<file path="src/common/rv_pkg.sv">
// shared widths and encodings for the rv64 subset core; RESET_PC must be word aligned
`default_nettype none

package rv_pkg;

  // data and instruction widths
  localparam int XLEN = 64;
  localparam int ILEN = 32;

  // first fetch address after reset
  localparam logic [XLEN-1:0] RESET_PC = 64'h0;

  typedef logic [4:0] reg_idx_t;

  // major opcodes, bits 6:0 of the instruction word
  localparam logic [6:0] OPC_REG = 7'b0110011;
  localparam logic [6:0] OPC_IMM = 7'b0010011;
  localparam logic [6:0] OPC_LUI = 7'b0110111;

  // funct7 values for the register-register group
  localparam logic [6:0] F7_BASE = 7'b0000000;
  localparam logic [6:0] F7_ALT  = 7'b0100000;

  // decoded operation
  typedef enum logic [3:0] {
    OP_ADD,
    OP_SUB,
    OP_AND,
    OP_OR,
    OP_XOR,
    OP_ADDI,
    OP_LUI,
    OP_NONE
  } opcode_e;

endpackage

`default_nettype wire
</file>
<file path="src/fetch/fetch_unit.sv">
// sequential fetch only, pc steps by 4 per transfer; requests only while the queue is not full
`timescale 1ns/100ps
`default_nettype none

module fetch_unit import rv_pkg::*; (
  input  wire logic               clk,
  input  wire logic               i_rst_n,
  // instruction bus
  input  wire logic               i_ibus_ready,
  input  wire logic [ILEN-1:0]    i_ibus_rdata,
  output      logic               o_ibus_valid,
  output      logic [XLEN-1:0]    o_ibus_addr,
  // push side of the queue
  input  wire logic               i_q_ready,
  output      logic               o_q_push,
  output      logic [XLEN-1:0]    o_q_pc,
  output      logic [ILEN-1:0]    o_q_inst
);

  logic            run_q;
  logic [XLEN-1:0] pc_q;
  logic            hold_valid;
  logic [XLEN-1:0] hold_pc;
  logic [ILEN-1:0] hold_inst;
  logic            xfer;

  // a transfer only happens with queue room, so the holding
  // register is always free or draining in that cycle
  assign o_ibus_valid = run_q && i_q_ready;
  assign o_ibus_addr  = pc_q;
  assign xfer         = o_ibus_valid && i_ibus_ready;

  always_ff @(posedge clk) begin
    if (!i_rst_n) begin
      run_q      <= 1'b0;
      pc_q       <= RESET_PC;
      hold_valid <= 1'b0;
    end else begin
      run_q <= 1'b1;
      if (xfer) begin
        pc_q <= pc_q + 64'd4;
      end
      if (xfer) begin
        hold_valid <= 1'b1;
      end else if (hold_valid && i_q_ready) begin
        hold_valid <= 1'b0;
      end
    end
  end

  // word and its pc, pushed the cycle after the transfer
  always_ff @(posedge clk) begin
    if (xfer) begin
      hold_pc   <= pc_q;
      hold_inst <= i_ibus_rdata;
    end
  end

  assign o_q_push = hold_valid;
  assign o_q_pc   = hold_pc;
  assign o_q_inst = hold_inst;

endmodule

`default_nettype wire

</file>
<file path="config.mk">
export PLATFORM = sky130hd
export DESIGN_NAME = fetch_unit
export DESIGN_NICKNAME = d
export VERILOG_FILES = /design/src/common/rv_pkg.sv /design/src/fetch/fetch_unit.sv
export SDC_FILE = /design/constraint.sdc
export NUM_CORES = 1
export LEC_CHECK = 0
export BUFFER_PORTS_ARGS = -buffer_cell sky130_fd_sc_hd__buf_4
export CAP_MARGIN = 20
export CORE_MARGIN = 3
export CORE_UTILIZATION = 45
export CTS_CLUSTER_DIAMETER = 30
export DETAILED_ROUTE_END_ITERATION = 12
export HOLD_SLACK_MARGIN = 0.02
export PLACE_DENSITY = 0.76
export SLEW_MARGIN = 20
export SYNTH_ARGS = -nofsm -noshare
export SYNTH_HDL_FRONTEND = slang
export SYNTH_SLANG_ARGS = --single-unit
</file>
<file path="constraint.sdc">
create_clock -name clk -period 5.15 [get_ports clk]
set_input_delay 0.2575 -clock clk [delete_from_list [all_inputs] [get_ports clk]]
set_output_delay 0.2575 -clock clk [all_outputs]
set_load 0.05 [all_outputs]
</file>
**Word-level counts from Yosys, hierarchy flattened**

Cells that the tools add are included.

- Input bits: 36
- Output and inout port bits: 162
- Bits in registers: 162
- Logic and storage cells: 13

- $add $sub $neg: 1
- Reduce and logical (&&, ||, !) cells: 4
- Muxes and demuxes: 3

Operators with widths:

| kind | count |
|---|---|
| 64-bit by 3-bit adder with 64-bit output, second input constant | 1 |
| 1-bit logical AND | 3 |
| 1-bit 2-to-1 mux | 3 |
| 2-bit nonzero test | 1 |

**Logic depth before layout (Yosys ltp)**

- Depth after elaboration: 3
- Depth in mapped cells: 7
- Mapped depth without buffers: 6

**Worst setup path before layout**

No wires, ideal clock.

- Path kind: register -> register
- Start point: register run_q
- End point: register pc_q[5] (netlist: o_ibus_addr[5])
- Data arrival time: 2.971 ns
- Period minus slack after synthesis: 3.036 ns
- Stages on the path, launching flop included: 6
- Setup slack: 2.114 ns
- Setup time: 0.065 ns
- Required time: 5.085 ns
- Path buffers: 0
- Cells stage by stage: dfxtp_1 -> nand3_4 -> inv_1 -> nand4_1 -> xor2_1 -> nor2_1

- Longest elaborated chain between the ends: 2

Ends and longest elaborated chain:

| item | line | source |
|---|---|---|
| start: declaration | fetch_unit.sv:20 | `logic run_q;` |
| start signal: assignment | fetch_unit.sv:35 | `run_q <= 1'b0;` |
| start signal: assignment | fetch_unit.sv:39 | `run_q <= 1'b1;` |
| 1-bit logical AND | fetch_unit.sv:29 | `assign o_ibus_valid = run_q && i_q_ready;` |
| 1-bit logical AND | fetch_unit.sv:31 | `assign xfer = o_ibus_valid && i_ibus_ready;` |
| net xfer | fetch_unit.sv:25 | `logic xfer;` |
| end signal: assignment | fetch_unit.sv:41 | `pc_q <= pc_q + 64'd4;` |
| end: declaration | fetch_unit.sv:21 | `logic [XLEN-1:0] pc_q;` |

The timed path passes the listed nets, and every way through them passes these cells.
A chain may end at the register's enable or synchronous reset.

**Final worst setup path**

- Start point: register pc_q[2] (netlist: o_ibus_addr[2])
- End point: register pc_q[48] (netlist: o_ibus_addr[48])

- Longest elaborated chain between the ends: 1

Ends and longest elaborated chain:

| item | line |
|---|---|
| 64-bit by 3-bit adder with 64-bit output | fetch_unit.sv:41 |

No other way between the ends.

==> results.tsv <==
stage	metric	value	unit
cells_and_area	antenna diode count	0	
power	Sw Pwr	0.000546	W
hold_path	Hold Path Sink	o_q_push$_SDFFE_PN0P_	
power	net switching fraction of the power	19.8	%
clock_network	root buffer cell	clkbuf_16	
detailed_routing	drt via density	5.24	
power	Internal	0.00221	W
yosys	Area contributors post-synth	edfxtp_1, dfxtp_1, xor2_1, nand4_1, or3_1	
detailed_routing	drt initial violations	284	
power	combinational share of power	4.3	%
grt	All-Layer GR Usage	19.8	%
power	part of the power in registers	48.9	%
worst_setup_path	CP Launch Type	flip-flop	
power	pwr dens	327	nW/um^2
yosys	Yosys top cell by area	edfxtp_1	
floorplan	full die area	14400	um^2
worst_setup_path	Critical Path Sink Type	flip-flop	
yosys	Post-synth EDFFs	94	
clock_network	Post-CTS Resized	0	
timing	# setup viols final	0	
yosys	adder-cell area share of the yosys netlist	0.213	%
timing	relative slew slack	54.5	%
detailed_routing	met3 routed WL	1040	um
yosys	post-synth cell types	39	
worst_setup_path	crit path kind	reg2reg	
worst_setup_path	worst r2r src	o_ibus_addr[2]$_SDFFE_PN0P_	
floorplan	Die Y	120	um
yosys	Yosys warnings	0	
clock_network	worst-skew pair later-pin latency	0.41	ns
place	Post-DP HPWL	9840	um
worst_setup_path	R2R depth	6	
timing	final slew viol count	0	
power	IR drop worst, VDD	0.218	mV
power	clock share of power	46.7	%
yosys	Top FF cell, synth	edfxtp_1	
worst_setup_path	reg2reg end	o_ibus_addr[48]$_SDFFE_PN0P_	
hold_path	Hold Startpoint	i_q_ready	
cells_and_area	Final #Nets	726	
timing	worst-margin pin slew	0.677	ns
yosys	Mapped Area	5870	um^2
yosys	Synth Area in Simple Gates	17.5	%
detailed_routing	Top Metal Used	met4	
yosys	count leader, synth	edfxtp_1	
yosys	Synth top area share	48.1	%
grt	vias in the first global route	4493	
grt	initial antenna violation count	0	
timing	Total Neg Setup Slack	0	ns
floorplan	Core Area	12700	um^2
clock_network	CTS Sinks	158	
yosys	asr flop ratio synth	0	%
status	status	finished, final reports clean	
floorplan	Initial Util	46.3	%
cells_and_area	number of fill cells in the layout	913	
grt	first-pass GRT wire length	22500	um
detailed_routing	antenna viol nets, final	0	
yosys	synthesized area per cell	13.0	um^2
worst_setup_path	CP Max Fanout	13	
detailed_routing	drt total wl	14300	um
yosys	post-synthesis xor/xnor area fraction	5.07	%
worst_setup_path	Reg2Reg Setup Slack	2.60	ns
detailed_routing	routed length per instance	16.3	um
timing	achievable frequency	392	MHz
place	RD Place Congestion	0.885	
floorplan	Die W	120	um
worst_setup_path	Critical Path RT	5.49	ns
timing	Tmin final	2.55	ns
detailed_routing	met2 wire len	7070	um
clock_network	TritonCTS clock tree	yes	
hold_path	class of the worst hold path	in2reg	
detailed_routing	drt pass-1 iters	6	
clock_network	Worst-path clk slew	0.06	ns
yosys	post-synthesis cell count	453	
detailed_routing	M1 wire length	5860	um
yosys	post-synthesis sequential area ratio	69.9	%
yosys	top cells by count, synth	edfxtp_1, dfxtp_1, nor2_1	
cells_and_area	share of post-route cells with drive strength above 1	33.6	%
cells_and_area	Area growth, synth to finish	43.7	%
hold_path	WHS Path Cells	3	
timing	Hold Slack	0.158	ns
grt	largest net degree at the start of global routing	52	
job	Max-Cap Viols	0	
timing	Clock Skews	0.00627	ns
detailed_routing	DR vias	4583	
timing	Final Hold Vio Count	0	
timing	RSZ-0062 raised after global routing	false	
yosys	compound-cell area share of the yosys netlist	5.12	%
grt	GRT overflow	0	
cells_and_area	post-layout util	66.6	%
yosys	mux cell area share after synthesis	0	%
timing	Final Cycle Share	49.5	%
floorplan	# IOs	198	
yosys	main combinational cell family by area after synthesis	simple AND/OR/NAND/NOR gates	
clock_network	H-tree depth	4	
detailed_routing	DRC	0	
worst_setup_path	Worst Path Arrival	2.89	ns
place	Port Buffers	193	
clock_network	clock tree buffer depth	2	
power	static leakage	3.38	nW
yosys	Synth Register Bits	158	
floorplan	placement row count	41	
clock_network	TritonCTS buffer count	17	
registers in the layout (all words and copies together) (netlist names):
register     count
o_ibus_addr     62
o_q_pc          62
o_q_push         1
run_q            1
o_q_inst        32
area by class of cell:
cell class | count | area, um^2 | area share (%)
Clock buffer | 20 | 447 | 5.30
Clock inverter | 12 | 169 | 2.00
Tap cell | 172 | 215 | 2.55
Multi-Input combinational cell | 272 | 1650 | 19.6
Inverter | 11 | 43.8 | 0.519
Timing Repair Buffer | 229 | 1800 | 21.4
Sequential cell | 158 | 4100 | 48.7
critical path, cell delays in order (launching register included):
cell	delay (ns)
dfxtp_1	0.44
ha_1	0.24
nand3_2	0.15
nor4_1	0.52
nand4_1	0.45
or4_1	0.52
a21oi_1	0.15
cell families after synthesis:
kind of cell | after synthesis
adders and majority gates | 1
other | 1
xor gates and xnor gates | 34
DFF | 158
AOI/OAI and AO/OA | 56
buffers and inverters | 26
and+or+nand+nor | 177
what timing repair did:
item,4_1_cts,5_1_grt
endpoints found under the hold margin,33,0
hold buffers,33,0
endpoints found under the setup margin,0,0
buffers inserted,0,0
layout by cell type, fill, tap and decap left out, types with 3 or more instances in the layout:
| cell | count |
|---|---|
| inv_1 | 9 |
| clkinv_1 | 3 |
| nand4_1 | 25 |
| xnor2_1 | 13 |
| conb_1 | 4 |
| xor2_1 | 21 |
| and3_1 | 5 |
| nor4_1 | 7 |
| nand3_1 | 27 |
| and2_1 | 6 |
| buf_4 | 196 |
| clkbuf_16 | 17 |
| or4_1 | 4 |
| or3_1 | 24 |
| edfxtp_1 | 94 |
| o21ai_0 | 21 |
| nand2_1 | 21 |
| a21oi_1 | 28 |
| clkinvlp_4 | 3 |
| bufinv_16 | 4 |
| dfxtp_1 | 64 |
| nor4_4 | 3 |
| nor3_1 | 5 |
| o31ai_1 | 4 |
| nor2_1 | 38 |
| dlygate4sd3_1 | 33 |
power groups by stage:
stage	registers, W	logic (W)	clock network [W]
floorplan	0.00141	0.0000270	0
global placement	0.00138	0.0000969	0
CTS	0.00135	0.000120	0.00131
finish	0.00135	0.000119	0.00129
global route	0.00135	0.000126	0.00136
detailed placement	0.00138	0.0000991	0
worst max-delay path by stage:
stage / start / endpoint / slack (ns)
after floorplan: run_q$_DFF_P_ / o_ibus_addr[5]$_SDFFE_PN0P_ / 2.11
after detailed placement: o_ibus_addr[2]$_SDFFE_PN0P_ / o_ibus_addr[48]$_SDFFE_PN0P_ / 2.60
after global routing: o_ibus_addr[2]$_SDFFE_PN0P_ / o_ibus_addr[48]$_SDFFE_PN0P_ / 2.26
after global placement: o_ibus_addr[2]$_SDFFE_PN0P_ / o_ibus_addr[48]$_SDFFE_PN0P_ / 2.69
after CTS: o_ibus_addr[2]$_SDFFE_PN0P_ / o_ibus_addr[48]$_SDFFE_PN0P_ / 2.59
final: o_ibus_addr[2]$_SDFFE_PN0P_ / o_ibus_addr[48]$_SDFFE_PN0P_ / 2.60
metrics by stage:
| stage | setup WS [ns] | instances | instance area [um^2] | power [W] |
|---|---|---|---|---|
| final | 2.60 | 874 | 8430 | 0.00276 |
| after global routing | 2.26 | 874 | 8430 | 0.00284 |
| after CTS | 2.59 | 874 | 8430 | 0.00278 |
| after detailed placement | 2.60 | 809 | 7490 | 0.00147 |
| after global placement | 2.69 | 809 | 7490 | 0.00147 |
| after floorplan | 2.11 | 456 | 5880 | 0.00144 |
routing by layer:
metal	GRT usage [%]	vias up
met3	5.66	29
met1	24.5	2203
met5	0	-
met4	8.09	0
met2	32.9	203
li1	-	2148
(Power assumes the default switching activity.)
