File: src/common/rv_pkg.sv
// shared widths and encodings for the rv64 subset core; RESET_PC must be word aligned
`default_nettype none

package rv_pkg;

  // data and instruction widths
  localparam int XLEN = 64;
  localparam int ILEN = 32;

  // first fetch address after reset
  localparam logic [XLEN-1:0] RESET_PC = 64'h0;

  typedef logic [4:0] reg_idx_t;

  // major opcodes, bits 6:0 of the instruction word
  localparam logic [6:0] OPC_REG = 7'b0110011;
  localparam logic [6:0] OPC_IMM = 7'b0010011;
  localparam logic [6:0] OPC_LUI = 7'b0110111;

  // funct7 values for the register-register group
  localparam logic [6:0] F7_BASE = 7'b0000000;
  localparam logic [6:0] F7_ALT  = 7'b0100000;

  // decoded operation
  typedef enum logic [3:0] {
    OP_ADD,
    OP_SUB,
    OP_AND,
    OP_OR,
    OP_XOR,
    OP_ADDI,
    OP_LUI,
    OP_NONE
  } opcode_e;

endpackage

`default_nettype wire
File: src/design/inst_queue.sv
// in-order fifo of pc/instruction pairs; QUEUE_DEPTH must be a power of two, 2 or more
`timescale 1ns/100ps
`default_nettype none

module inst_queue import rv_pkg::*; #(
  parameter int QUEUE_DEPTH = 4,
  parameter int PC_W        = XLEN,
  parameter int INST_W      = ILEN
) (
  input  wire logic              clk,
  input  wire logic              i_rst_n,
  // write side
  input  wire logic              i_push,
  input  wire logic [PC_W-1:0]   i_pc,
  input  wire logic [INST_W-1:0] i_inst,
  output      logic              o_ready,
  // read side
  output      logic              o_valid,
  output      logic [PC_W-1:0]   o_pc,
  output      logic [INST_W-1:0] o_inst,
  input  wire logic              i_pop
);

  localparam int PTR_W = $clog2(QUEUE_DEPTH);

  logic [PC_W-1:0]   pc_mem   [QUEUE_DEPTH];
  logic [INST_W-1:0] inst_mem [QUEUE_DEPTH];
  logic [PTR_W-1:0]  wr_ptr;
  logic [PTR_W-1:0]  rd_ptr;
  logic [PTR_W:0]    count;
  logic              do_push;
  logic              do_pop;

  assign o_ready = (count != QUEUE_DEPTH[PTR_W:0]);
  assign o_valid = (count != '0);
  assign do_push = i_push && o_ready;
  assign do_pop  = i_pop && o_valid;

  always_ff @(posedge clk) begin
    if (!i_rst_n) begin
      wr_ptr <= '0;
      rd_ptr <= '0;
      count  <= '0;
    end else begin
      // pointers wrap on their own with a power-of-two depth
      if (do_push) begin
        wr_ptr <= wr_ptr + 1'b1;
      end
      if (do_pop) begin
        rd_ptr <= rd_ptr + 1'b1;
      end
      if (do_push && !do_pop) begin
        count <= count + 1'b1;
      end else if (do_pop && !do_push) begin
        count <= count - 1'b1;
      end
    end
  end

  always_ff @(posedge clk) begin
    if (do_push) begin
      pc_mem[wr_ptr]   <= i_pc;
      inst_mem[wr_ptr] <= i_inst;
    end
  end

  assign o_pc   = pc_mem[rd_ptr];
  assign o_inst = inst_mem[rd_ptr];

endmodule

`default_nettype wire

File: config.mk
export PLATFORM = sky130hd
export DESIGN_NAME = inst_queue
export DESIGN_NICKNAME = d
export VERILOG_FILES = /design/src/common/rv_pkg.sv /design/src/design/inst_queue.sv
export SDC_FILE = /design/constraint.sdc
export NUM_CORES = 1
export LEC_CHECK = 0
export BUFFER_PORTS_ARGS = -buffer_cell sky130_fd_sc_hd__clkbuf_2
export CAP_MARGIN = 20
export CORE_MARGIN = 5
export CORE_UTILIZATION = 25
export DETAILED_ROUTE_END_ITERATION = 7
export MAX_ROUTING_LAYER = met4
export PLACE_DENSITY = 0.49
export SYNTH_ARGS = -nofsm -noshare
export SYNTH_HDL_FRONTEND = slang
export SYNTH_SLANG_ARGS = --single-unit
File: constraint.sdc
create_clock -name clk -period 5.8 [get_ports clk]
set_clock_uncertainty 0.15 [all_clocks]
set_input_delay 1.16 -clock clk [delete_from_list [all_inputs] [get_ports clk]]
set_output_delay 1.16 -clock clk [all_outputs]
set_load 0.05 [all_outputs]
# [Word-level counts from Yosys, hierarchy flattened]
# Memories as Yosys holds them, arrays and structs flattened. A register that Yosys moved wholly into a read port is not among the register bits.
# Index checks and enable logic that the tools add are counted.
[op_classes] add_sub_neg=4 n_eq_ne=1 mux=8 n_reduce_logical=8
[op_table] operator="$mux W2" count=4
[op_table] operator="$mux W3" count=2
[op_table] operator="$add A2 B1 Y2 const B" count=2
[op_table] operator="$logic_and A1 B1 Y1" count=4
[op_table] operator="$add A3 B1 Y3 const B" count=1
[op_table] operator="$ne A3 B3 Y1 const B" count=1
[op_table] operator="$reduce_bool A3 Y1" count=1
[op_table] operator="$sub A3 B1 Y3 const B" count=1
[op_table] operator="$logic_not A1 Y1" count=2
[op_table] operator="$mux W1" count=2
[op_table] operator="$reduce_bool A2 Y1" count=1
[word_totals] register_bits=7 ram_bits=384 inputBits=100 out_inout_bits=98 memories=2
[memory_table] name="pc_mem" words=4 word_bits=64 rd=1 rd_ports_with_merged_regs=1 write_ports=1 line_no="inst_queue.sv:26" source="logic [PC_W-1:0] pc_mem [QUEUE_DEPTH];"
[memory_table] name="inst_mem" words=4 word_bits=32 rd=1 rd_ports_with_merged_regs=1 write_ports=1 line_no="inst_queue.sv:27" source="logic [INST_W-1:0] inst_mem [QUEUE_DEPTH];"

# [Longest topological paths before layout]
# Gate-level depths: netlist (run 1).
[logic_depth] word_depth=6 ltp_mapped=8 ltp_nobuf=8

# [Least setup slack after synthesis (run 1)]
# Ideal clock, no wire load.
[synth_path] path_kind="in2reg" from="input i_push" to="memory inst_mem[0][0] (netlist bit) (enable)" setup_time_ns=0.466 arrival_ns=3.704 setup_slack_ns=1.480 path_stages=2 path_buffers=0 cell_sequence="a21boi_2 -> and2_1"
[synth_between] elab_chain_len=3
[synth_rtl] element="start: declaration" line_no="inst_queue.sv:13" source="input wire logic i_push,"
[synth_rtl] element="$logic_and A1 B1 Y1" line_no="inst_queue.sv:36" source="assign do_push = i_push && o_ready;"
[synth_rtl] element="$mux W1" line_no="inst_queue.sv:61" source="if (do_push) begin"
[synth_rtl] element="$mux W1 (not written as such)" line_no="inst_queue.sv:63" source="inst_mem[wr_ptr] <= i_inst;"
[synth_rtl] element="end: declaration" line_no="inst_queue.sv:27"
# Every way passes these cells.

==> run summary, run 1 <==
CTS Buf Count: 43
number of global-route vias before repair: 7137
clock share of power: 28.8%
sequential share of power: 40.6%
pre-CTS setup slack: 2.33 ns
crit path capture: o_inst[1]
IO Port Bufs: 197
clock sinks: 393
Hold Vio Cnt, Final: 0
Initial DRC Count: 279
syn nets: 656
min Tclk post-route: 3.95 ns
crit end category: output port
GP Congestion: 0.670
Max Freq: 0.253 GHz
commonest non-fill, non-tap cell in the layout: edfxtp_1
Syn. warnings: 0
area grow syn2layout: 22.6%
Core Area: 56600 um^2
DR vias: 6433
DRC: 0
critical path type: flop to output port
die height: 249 um
final net count: 882
DRT Wirelength: 30.1 mm
number of nets with antenna violations after routing: 0
CTS root buf: clkbuf_16
Max VDD drop: 0.272 mV
post-route cell area: 17500 um^2
P_int: 5730 uW
CTS clk-pin slew, worst paths: 0.06 ns
die area: 62200 um^2
CTS tree: done
fillers: 5501
CP arrival: 2.64 ns
worst reg2reg startpoint: count[0]
compound-cell area share of the yosys netlist: 0.280%
Worst Max-Slew Pin Slew: 0.931 ns
post-CTS sizing: 0
DP Area: 16200 um^2
Max clock buf depth: 3
first-pass GRT wire length: 45.7 mm
sequential share of the synthesized area: 81.8%
Pleak: 0.00574 uW
HP Class: flop to flop
Worst-Skew Late Latency: 0.55 ns
vias per inst: 4.11
Slew Viols, Final: 0
final setup fails: 0
Horiz. Die Dim: 249 um
NetSw: 3070 uW
largest net degree at the start of global routing: 62
proportion of layout cells with a drive suffix above 1: 44.9%
largest family of logic cells by synthesized area: multiplexers
CP Data Required Time: 4.49 ns
post-DR wirelength/cell: 19.3 um
Post-CTS Setup Repair Bufs: 0
Simple-Gate Fraction of Synth Area: 0.638%
fin worst setup slack: 1.85 ns
reg2reg setup slack: 3.16 ns
mux share of post-synthesis cell area: 15.3%
worst r2r dst: pc_mem[3][61]
mapped cell area: 14300 um^2
setup TNS: 0 ns
global-route usage over all layers: 9.92%
Max Cap Viol: 0
hold path cells: 2
Site Rows: 87
Post-Synth Adder-Cell Area: 0.577%
outcome: finished clean
post-DP HPWL: 17.4 mm
Mean Syn Cell Area: 26.0 um^2
Synth Register Bits: 393
worst-path maximum fanout: 61
RSZ-0062 raised after global routing: false
I/O pin count: 198
most frequent cells in the layout: 384 x edfxtp_1, 197 x clkbuf_2, 96 x mux4_2
Net Sw Frac: 34.9%
Hold Buf Count CTS: 0
cells on worst reg2reg path: 4
Worst slew margin: 37.9%
Post-Synthesis Cells: 550
Yosys cell types: 23
router iterations before antenna repair: 5
Power per Cell Area: 501 nW/um^2
Comb power frac: 30.6%
Starting Density: 25.3%
initial antenna violation count: 3
Worst Setup Start Kind: flop
GRT Residual Overflow: 0
Synth Area in XOR/XNOR: 0.245%
CTS H-tree lvls: 2
Final period util: 68.0%
routing by layer:
metal	vias to the layer above	global-route usage [%]	wire, um
li1	2839	-	-
met1	3355	12.3	12800
met2	195	15.3	14300
met3	44	3.80	2410
met4	0	2.63	574
met5	-	-	0
flip-flops by register name, summed over array words and instances (netlist names), named ones only:
| name | flops |
|---|---|
| pc_mem | 256 |
| rd_ptr | 2 |
| wr_ptr | 2 |
| inst_mem | 128 |
| count | 3 |
critical path, cell delays in order, from the launching register on:
cell and delay (ns):
dfxtp_4 0.59, buf_12 0.46, mux4_2 0.63, clkbuf_2 0.27
logic make-up after synthesis:
group	Yosys count
adders and majority gates	6
buffers and inverters	26
DFF	393
AOI/OAI and AO/OA	5
and+or+nand+nor	17
xor gates and xnor gates	4
muxes	99
cell type report:
type                       instances  area [um^2]  area share [%]
clock buffer                      64         1200            6.87
sequential                       393        11700            66.8
clock inverter                    12         96.3           0.549
inverter                           3         11.3          0.0642
antenna                            3         7.51          0.0428
multi-input combinational        131         2450            14.0
tap                              756          946            5.39
timing repair buffer             204         1110            6.35
power by group through the flow:
stage	combinational [uW]	clock [uW]	sequential [uW]
2_1_floorplan	2170	0	3580
3_3_place_gp	2770	0	3630
3_5_place_dp	2770	0	3640
4_1_cts	2770	2640	3590
5_1_grt	2850	2780	3610
6_report	2690	2540	3570
through the flow:
stage	total power, uW	hold slack (ns)	instances	util [%]
6_report	8800	0.347	1566	31.0
5_1_grt	9240	0.383	1566	31.0
4_1_cts	9000	0.350	1563	31.0
3_5_place_dp	6410	0.342	1487	28.7
3_3_place_gp	6410	0.337	1487	28.7
2_1_floorplan	5750	0.318	550	-
cells in the mapped netlist:
master | instances | share of area, %
edfxtp_1 | 384 | 81
mux4_2 | 96 | 15
buf_2 | 11 | 0.38
dfxtp_1 | 9 | 1.3
and2_1 | 8 | 0.35
clkbuf_1 | 6 | 0.16
buf_6 | 5 | 0.39
ha_1 | 5 | 0.44
nand2_1 | 5 | 0.13
inv_1 | 3 | 0.079
mux2i_1 | 3 | 0.21
xnor2_1 | 3 | 0.18
or3_1 | 2 | 0.087
a21boi_0 | 1 | 0.052
a21boi_2 | 1 | 0.079
buf_12 | 1 | 0.14
fa_1 | 1 | 0.14
nor2_1 | 1 | 0.026
nor2b_1 | 1 | 0.044
o21ai_0 | 1 | 0.035
o311ai_0 | 1 | 0.061
o31ai_1 | 1 | 0.052
xor2_1 | 1 | 0.061
how the worst min path moves through the flow:
stage / end / from / slack (ns)
4_1_cts: wr_ptr[0] / wr_ptr[0] / 0.35
5_1_grt: wr_ptr[0] / wr_ptr[0] / 0.38
2_1_floorplan: wr_ptr[1] / wr_ptr[1] / 0.32
6_report: wr_ptr[0] / wr_ptr[0] / 0.35
3_5_place_dp: wr_ptr[0] / wr_ptr[0] / 0.34
3_3_place_gp: wr_ptr[0] / wr_ptr[0] / 0.34
Note: power is estimated with default switching activity, not from simulation.
==> run 2: changes to the inputs <==
- PLACE_DENSITY: 0.49 -> 0.51
- clock period: 5.8 -> 3.3 ns (I/O delays scaled with it)
==> run summary, run 2 (synthesis results as in run 1) <==
outcome: finished clean
RSZ-0062 raised after global routing: false
GP Congestion: 0.697 (+4.0%)
crit end category: output port
Site Rows: 87 (unchanged)
worst r2r dst: count[2]
IO Port Bufs: 197 (unchanged)
WL met1: 13.4 mm (+4.1%)
Max VDD drop: 0.470 mV (+73%)
max reg flops: 256 (unchanged)
CP Cell Sequence: buf_12 -> buf_12 -> mux4_2 -> clkbuf_2
number of nets with antenna violations after routing: 0 (unchanged)
critical path type: flop to output port
Max clock buf depth: 3 (unchanged)
Pleak: 0.00589 uW (+2.6%)
first-pass GRT wire length: 45.7 mm (-0.21%)
CP Data Required Time: 2.49 ns (-2.00 ns)
NetSw: 5460 uW (+78%)
P_int: 10300 uW (+80%)
Final period util: 94.9%
Initial DRC Count: 323 (+16%)
initial antenna violation count: 6 (+3)
Slew Viols, Final: 0 (unchanged)
Power per Cell Area: 886 nW/um^2 (+77%)
GRT Residual Overflow: 0 (unchanged)
area grow syn2layout: 24.5%
Hold Vio Cnt, Final: 0 (unchanged)
largest net degree at the start of global routing: 52 (-16%)
Most Frequent Cell on Critical Path: buf_12
sequential share of power: 39.4% (-1.2 points)
Highest Signal Layer: met4
Core Area: 56600 um^2 (unchanged)
met3 WL: 2.01 mm (-17%)
fillers: 5502 (+0.018%)
CTS Buf Count: 45 (+4.7%)
proportion of layout cells with a drive suffix above 1: 46.0% (+1.1 points)
Worst-Skew Late Latency: 0.55 ns (about the same)
slowest stage cell on the critical path: mux4_2
Crit path largest cell delay: 0.59 ns (-0.04 ns)
CTS root buf: clkbuf_16
die area: 62200 um^2 (unchanged)
commonest non-fill, non-tap cell in the layout: edfxtp_1
Starting Density: 25.3% (unchanged)
Horiz. Die Dim: 249 um (unchanged)
CTS tree: done
number of global-route vias before repair: 7195 (+0.81%)
setup TNS: 0 ns (unchanged)
hold path cells: 1 (-1)
I/O pin count: 198 (unchanged)
worst-path maximum fanout: 20 (-67%)
Worst slew margin: 72.9% (+35 points)
Min-Delay Startpoint: i_pc[1]
HP Class: input port to flop
DR vias: 6576 (+2.2%)
Met2 Wirelength: 14.1 mm (-1.3%)
CTS H-tree lvls: 2 (unchanged)
post-layout util: 31.5% (+0.49 points)
Comb power frac: 31.5% (+0.9 points)
post-CTS sizing: 0 (unchanged)
Biggest register: pc_mem
clock share of power: 29.1% (+0.3 points)
CP arrival: 2.32 ns (-0.32 ns)
post-DR wirelength/cell: 19.0 um (-1.1%)
DRT Wirelength: 30.2 mm (+0.27%)
vias per inst: 4.14 (+0.87%)
final net count: 900 (+2.0%)
cells on worst reg2reg path: 8 (+4)
router iterations before antenna repair: 4 (-1)
Worst Setup Start Kind: flop
reg2reg setup slack: 0.85 ns (-2.31 ns)
DRC: 0 (unchanged)
worst reg2reg startpoint: count[0]
multi-input logic area: 2450 um^2 (unchanged)
global-route usage over all layers: 9.86% (-0.061 points)
Worst Max-Slew Pin Slew: 0.401 ns (-0.531 ns)
most frequent cells in the layout: 384 x edfxtp_1, 197 x clkbuf_2, 96 x mux4_2
Net Sw Frac: 34.6% (-0.31 points)
Seq. cell area: 11700 um^2 (unchanged)
die height: 249 um (unchanged)
Hold Buf Count CTS: 0 (unchanged)
clock sinks: 393 (unchanged)
final setup fails: 0 (unchanged)
Post-CTS Setup Repair Bufs: 0 (unchanged)
post-DP HPWL: 18.6 mm (+7.3%)
Largest regs: pc_mem: 256 flops, inst_mem: 128 flops, count: 3 flops
CTS clk-pin slew, worst paths: 0.06 ns (about the same)
min Tclk post-route: 3.13 ns
Worst Hold End: pc_mem[2][1]
Max Freq: 0.319 GHz
Max Cap Viol: 0 (unchanged)
-- run 2: cell types whose count changed in the layout (fill, tap and decap cells not counted), sizes merged --
| cell | delta |
|---|---|
| buf | +16 |
| bufinv | +2 |
| clkbuf | -11 |
| clkinv | +14 |
| clkinvlp | -1 |
| diode | +2 |
| inv | -1 |
-- run 2: worst max-delay path by stage --
stage	start	end	slack [ns]	cells past startpoint
5_1_grt	flop	o_inst[10]	0.02	4
3_5_place_dp	i_push	count[2]	0.66	8
3_3_place_gp	flop	o_inst[10]	0.70	4
2_1_floorplan	i_push	inst_mem[0][0]	0.53	2
6_report	flop	o_inst[10]	0.17	4
4_1_cts	flop	o_inst[10]	0.07	4
-- run 2: layout make-up --
type / instances / share of cell area, %
diodes: 5 / 0.0702
clock buffers: 53 / 6.48
clock inverters: 26 / 1.12
inverters: 3 / 0.0632
multi-input cells: 131 / 13.7
flip-flops and latches: 393 / 65.7
well taps: 756 / 5.31
repair buffers: 220 / 7.48
-- run 2: stage by stage --
stage          hold slack [ns]  cell area [um^2]  std cells  setup WS (ns)  power [uW]
2_1_floorplan            0.318             14300        550          0.534       10100
3_3_place_gp             0.339             16500       1503          0.696       11400
3_5_place_dp             0.345             16500       1503          0.663       11400
4_1_cts                  0.126             17800       1582         0.0696       16100
5_1_grt                  0.142             17800       1587         0.0230       16500
6_report                 0.181             17800       1587          0.167       15800
-- run 2: power groups by stage --
stage,Combinational (uW),Clock (uW),Sequential (uW)
finish,4970,4600,6220
CTS,5110,4780,6230
detailed placement,5100,0,6340
global placement,5090,0,6320
floorplan,3820,0,6260
global route,5250,4980,6270
-- run 2: layer usage --
layer	GRT usage, %	vias to the layer above
met1	12.6	3473
met4	2.92	0
met5	-	-
met2	14.9	181
met3	3.46	52
li1	-	2870
-- run 2: critical path: cells and delay by family, from the launching register on --
family | cells | cell delay (ns)
multiplexers | 1 | 0.59
buffers and inverters | 3 | 0.70
flip-flops | 1 | 0.45
==> run 3: changes to the inputs <==
- HOLD_SLACK_MARGIN: unset -> 0.05
- SETUP_SLACK_MARGIN: unset -> 0.5
- TNS_END_PERCENT: unset -> 50
==> run summary, run 3 (synthesis results as in run 1) <==
Comb power frac: 34.8% (+3.3 points)
worst-path maximum fanout: 11 (-45%)
clock sinks: 393 (unchanged)
router iterations before antenna repair: 4 (unchanged)
Max Cap Viol: 0 (unchanged)
most frequent cells in the layout: 384 x edfxtp_1, 115 x clkbuf_2, 96 x mux4_2
DRC: 0 (unchanged)
min Tclk post-route: 2.91 ns (-0.223 ns)
outcome: finished clean
I/O pin count: 198 (unchanged)
CTS root buf: clkbuf_16
final net count: 911 (+1.2%)
initial antenna violation count: 1 (-5)
largest net degree at the start of global routing: 47 (-9.6%)
global-route usage over all layers: 10.2% (+0.32 points)
final setup fails: 0 (unchanged)
Max Freq: 0.344 GHz (+7.7%)
Slew Viols, Final: 0 (unchanged)
die area: 62200 um^2 (unchanged)
CTS tree: done
area grow syn2layout: 29.7%
vias per inst: 4.17 (+0.72%)
GRT Residual Overflow: 0 (unchanged)
GP Congestion: 0.699 (+0.36%)
Worst-Skew Late Latency: 0.55 ns (about the same)
post-DP HPWL: 18.8 mm (+1.1%)
slowest stage cell on the critical path: mux4_2
Biggest register: pc_mem
fillers: 5448 (-0.98%)
CTS Buf Count: 45 (unchanged)
CTS H-tree lvls: 2 (unchanged)
NetSw: 5650 uW (+3.4%)
Hold Vio Cnt, Final: 0 (unchanged)
IO Port Bufs: 197 (unchanged)
Largest regs: pc_mem: 256 flops, inst_mem: 128 flops, count: 3 flops
CP Cell Sequence: buf_12 -> buf_4 -> mux4_2 -> clkbuf_8
Site Rows: 87 (unchanged)
HP Class: input port to flop
clock share of power: 28.4% (-0.7 points)
post-DR wirelength/cell: 19.5 um (+2.4%)
DR vias: 6669 (+1.4%)
sequential share of power: 36.8% (-2.6 points)
P_int: 11200 uW (+8.7%)
Power per Cell Area: 909 nW/um^2 (+2.6%)
Max VDD drop: 0.533 mV (+13%)
Net Sw Frac: 33.4% (-1.1 points)
DRT Wirelength: 31.2 mm (+3.1%)
number of global-route vias before repair: 7386 (+2.7%)
Worst Setup Start Kind: flop
crit end category: output port
Crit path largest cell delay: 0.56 ns (-0.03 ns)
Hold Buf Count CTS: 0 (unchanged)
Starting Density: 25.3% (unchanged)
Initial DRC Count: 293 (-9.3%)
Core Area: 56600 um^2 (unchanged)
CP Data Required Time: 2.49 ns (about the same)
critical path type: flop to output port
Placed Cells: 1498 (-0.33%)
proportion of layout cells with a drive suffix above 1: 47.0% (+0.96 points)
Horiz. Die Dim: 249 um (unchanged)
RSZ-0062 raised after global routing: true
Pleak: 0.00615 uW (+4.4%)
Final period util: 88.2% (-6.7 points)
Pwr Total: 16900 uW (+6.9%)
Worst slew margin: 70.8% (-2.2 points)
Worst Max-Slew Pin Slew: 0.433 ns (+0.0323 ns)
CTS clk-pin slew, worst paths: 0.05 ns (about the same)
CP arrival: 2.10 ns (-0.22 ns)
Max clock buf depth: 3 (unchanged)
commonest non-fill, non-tap cell in the layout: edfxtp_1
number of nets with antenna violations after routing: 0 (unchanged)
max reg flops: 256 (unchanged)
die height: 249 um (unchanged)
first-pass GRT wire length: 46.8 mm (+2.6%)
Finished Layout Cells: 1598 (+0.69%)
run 3: critical path, delay by kind of cell, from the launching register on:
family                 cells  cell delay [ns]
multiplexers               1             0.56
buffers and inverters      3             0.56
flip-flops                 1             0.43
run 3: repair_timing:
item / in CTS / in global routing
setup buffers: 9 / 2
setup endpoints to repair: 96 / 96
resized for setup: 82 / 113
gates cloned: 3 / 2
run 3: area by class of cell:
class / instances / area [um^2] / area share, %
repair buffers: 231 / 2010 / 10.8
clock inverters: 20 / 189 / 1.02
diodes: 1 / 2.50 / 0.0135
multi-input cells: 131 / 2450 / 13.2
well taps: 756 / 946 / 5.09
flip-flops and latches: 393 / 11700 / 63.1
inverters: 3 / 11.3 / 0.0606
clock buffers: 63 / 1250 / 6.71
run 3: worst paths after layout:
| path | start | endpoint | slack, ns | cells after the start |
|---|---|---|---|---|
| setup / recovery | flop | o_inst[14] | 0.39 | 4 |
| hold / removal | i_pc[11] | pc_mem[1][11] | 0.18 | 1 |
| hold reg to reg | wr_ptr[0] | wr_ptr[0] | 0.35 | 2 |
| setup reg to reg | count[0] | count[2] | 0.90 | 8 |
run 3: through the flow:
step / setup TNS, ns / hold slack, ns / setup WS (ns) / utilization [%] / cell area [um^2]
floorplan: -99.77 / 0.318 / -0.520 / - / 14300
global placement: 0 / 0.341 / 0.706 / 29.0 / 16400
detailed placement: 0 / 0.348 / 0.671 / 29.0 / 16400
CTS: 0 / 0.111 / 0.300 / 32.4 / 18300
global route: 0 / 0.122 / 0.285 / 32.8 / 18600
finish: 0 / 0.176 / 0.390 / 32.8 / 18600
run 3: layer usage:
metal / vias up / global-route usage (%) / share of wire [%]
li1: 2901 / - / -
met1: 3526 / 13.5 / 45
met2: 192 / 15.4 / 47
met3: 50 / 3.10 / 6.2
met4: 0 / 2.62 / 2.0
met5: - / - / 0
run 3: power by group through the flow:
stage               combinational (uW)  clock (uW)  sequential, uW
floorplan                         3820           0            6280
global placement                  5060           0            6320
detailed placement                5070           0            6350
CTS                               5700        4980            6220
global route                      6190        5220            6250
finish                            5880        4790            6210
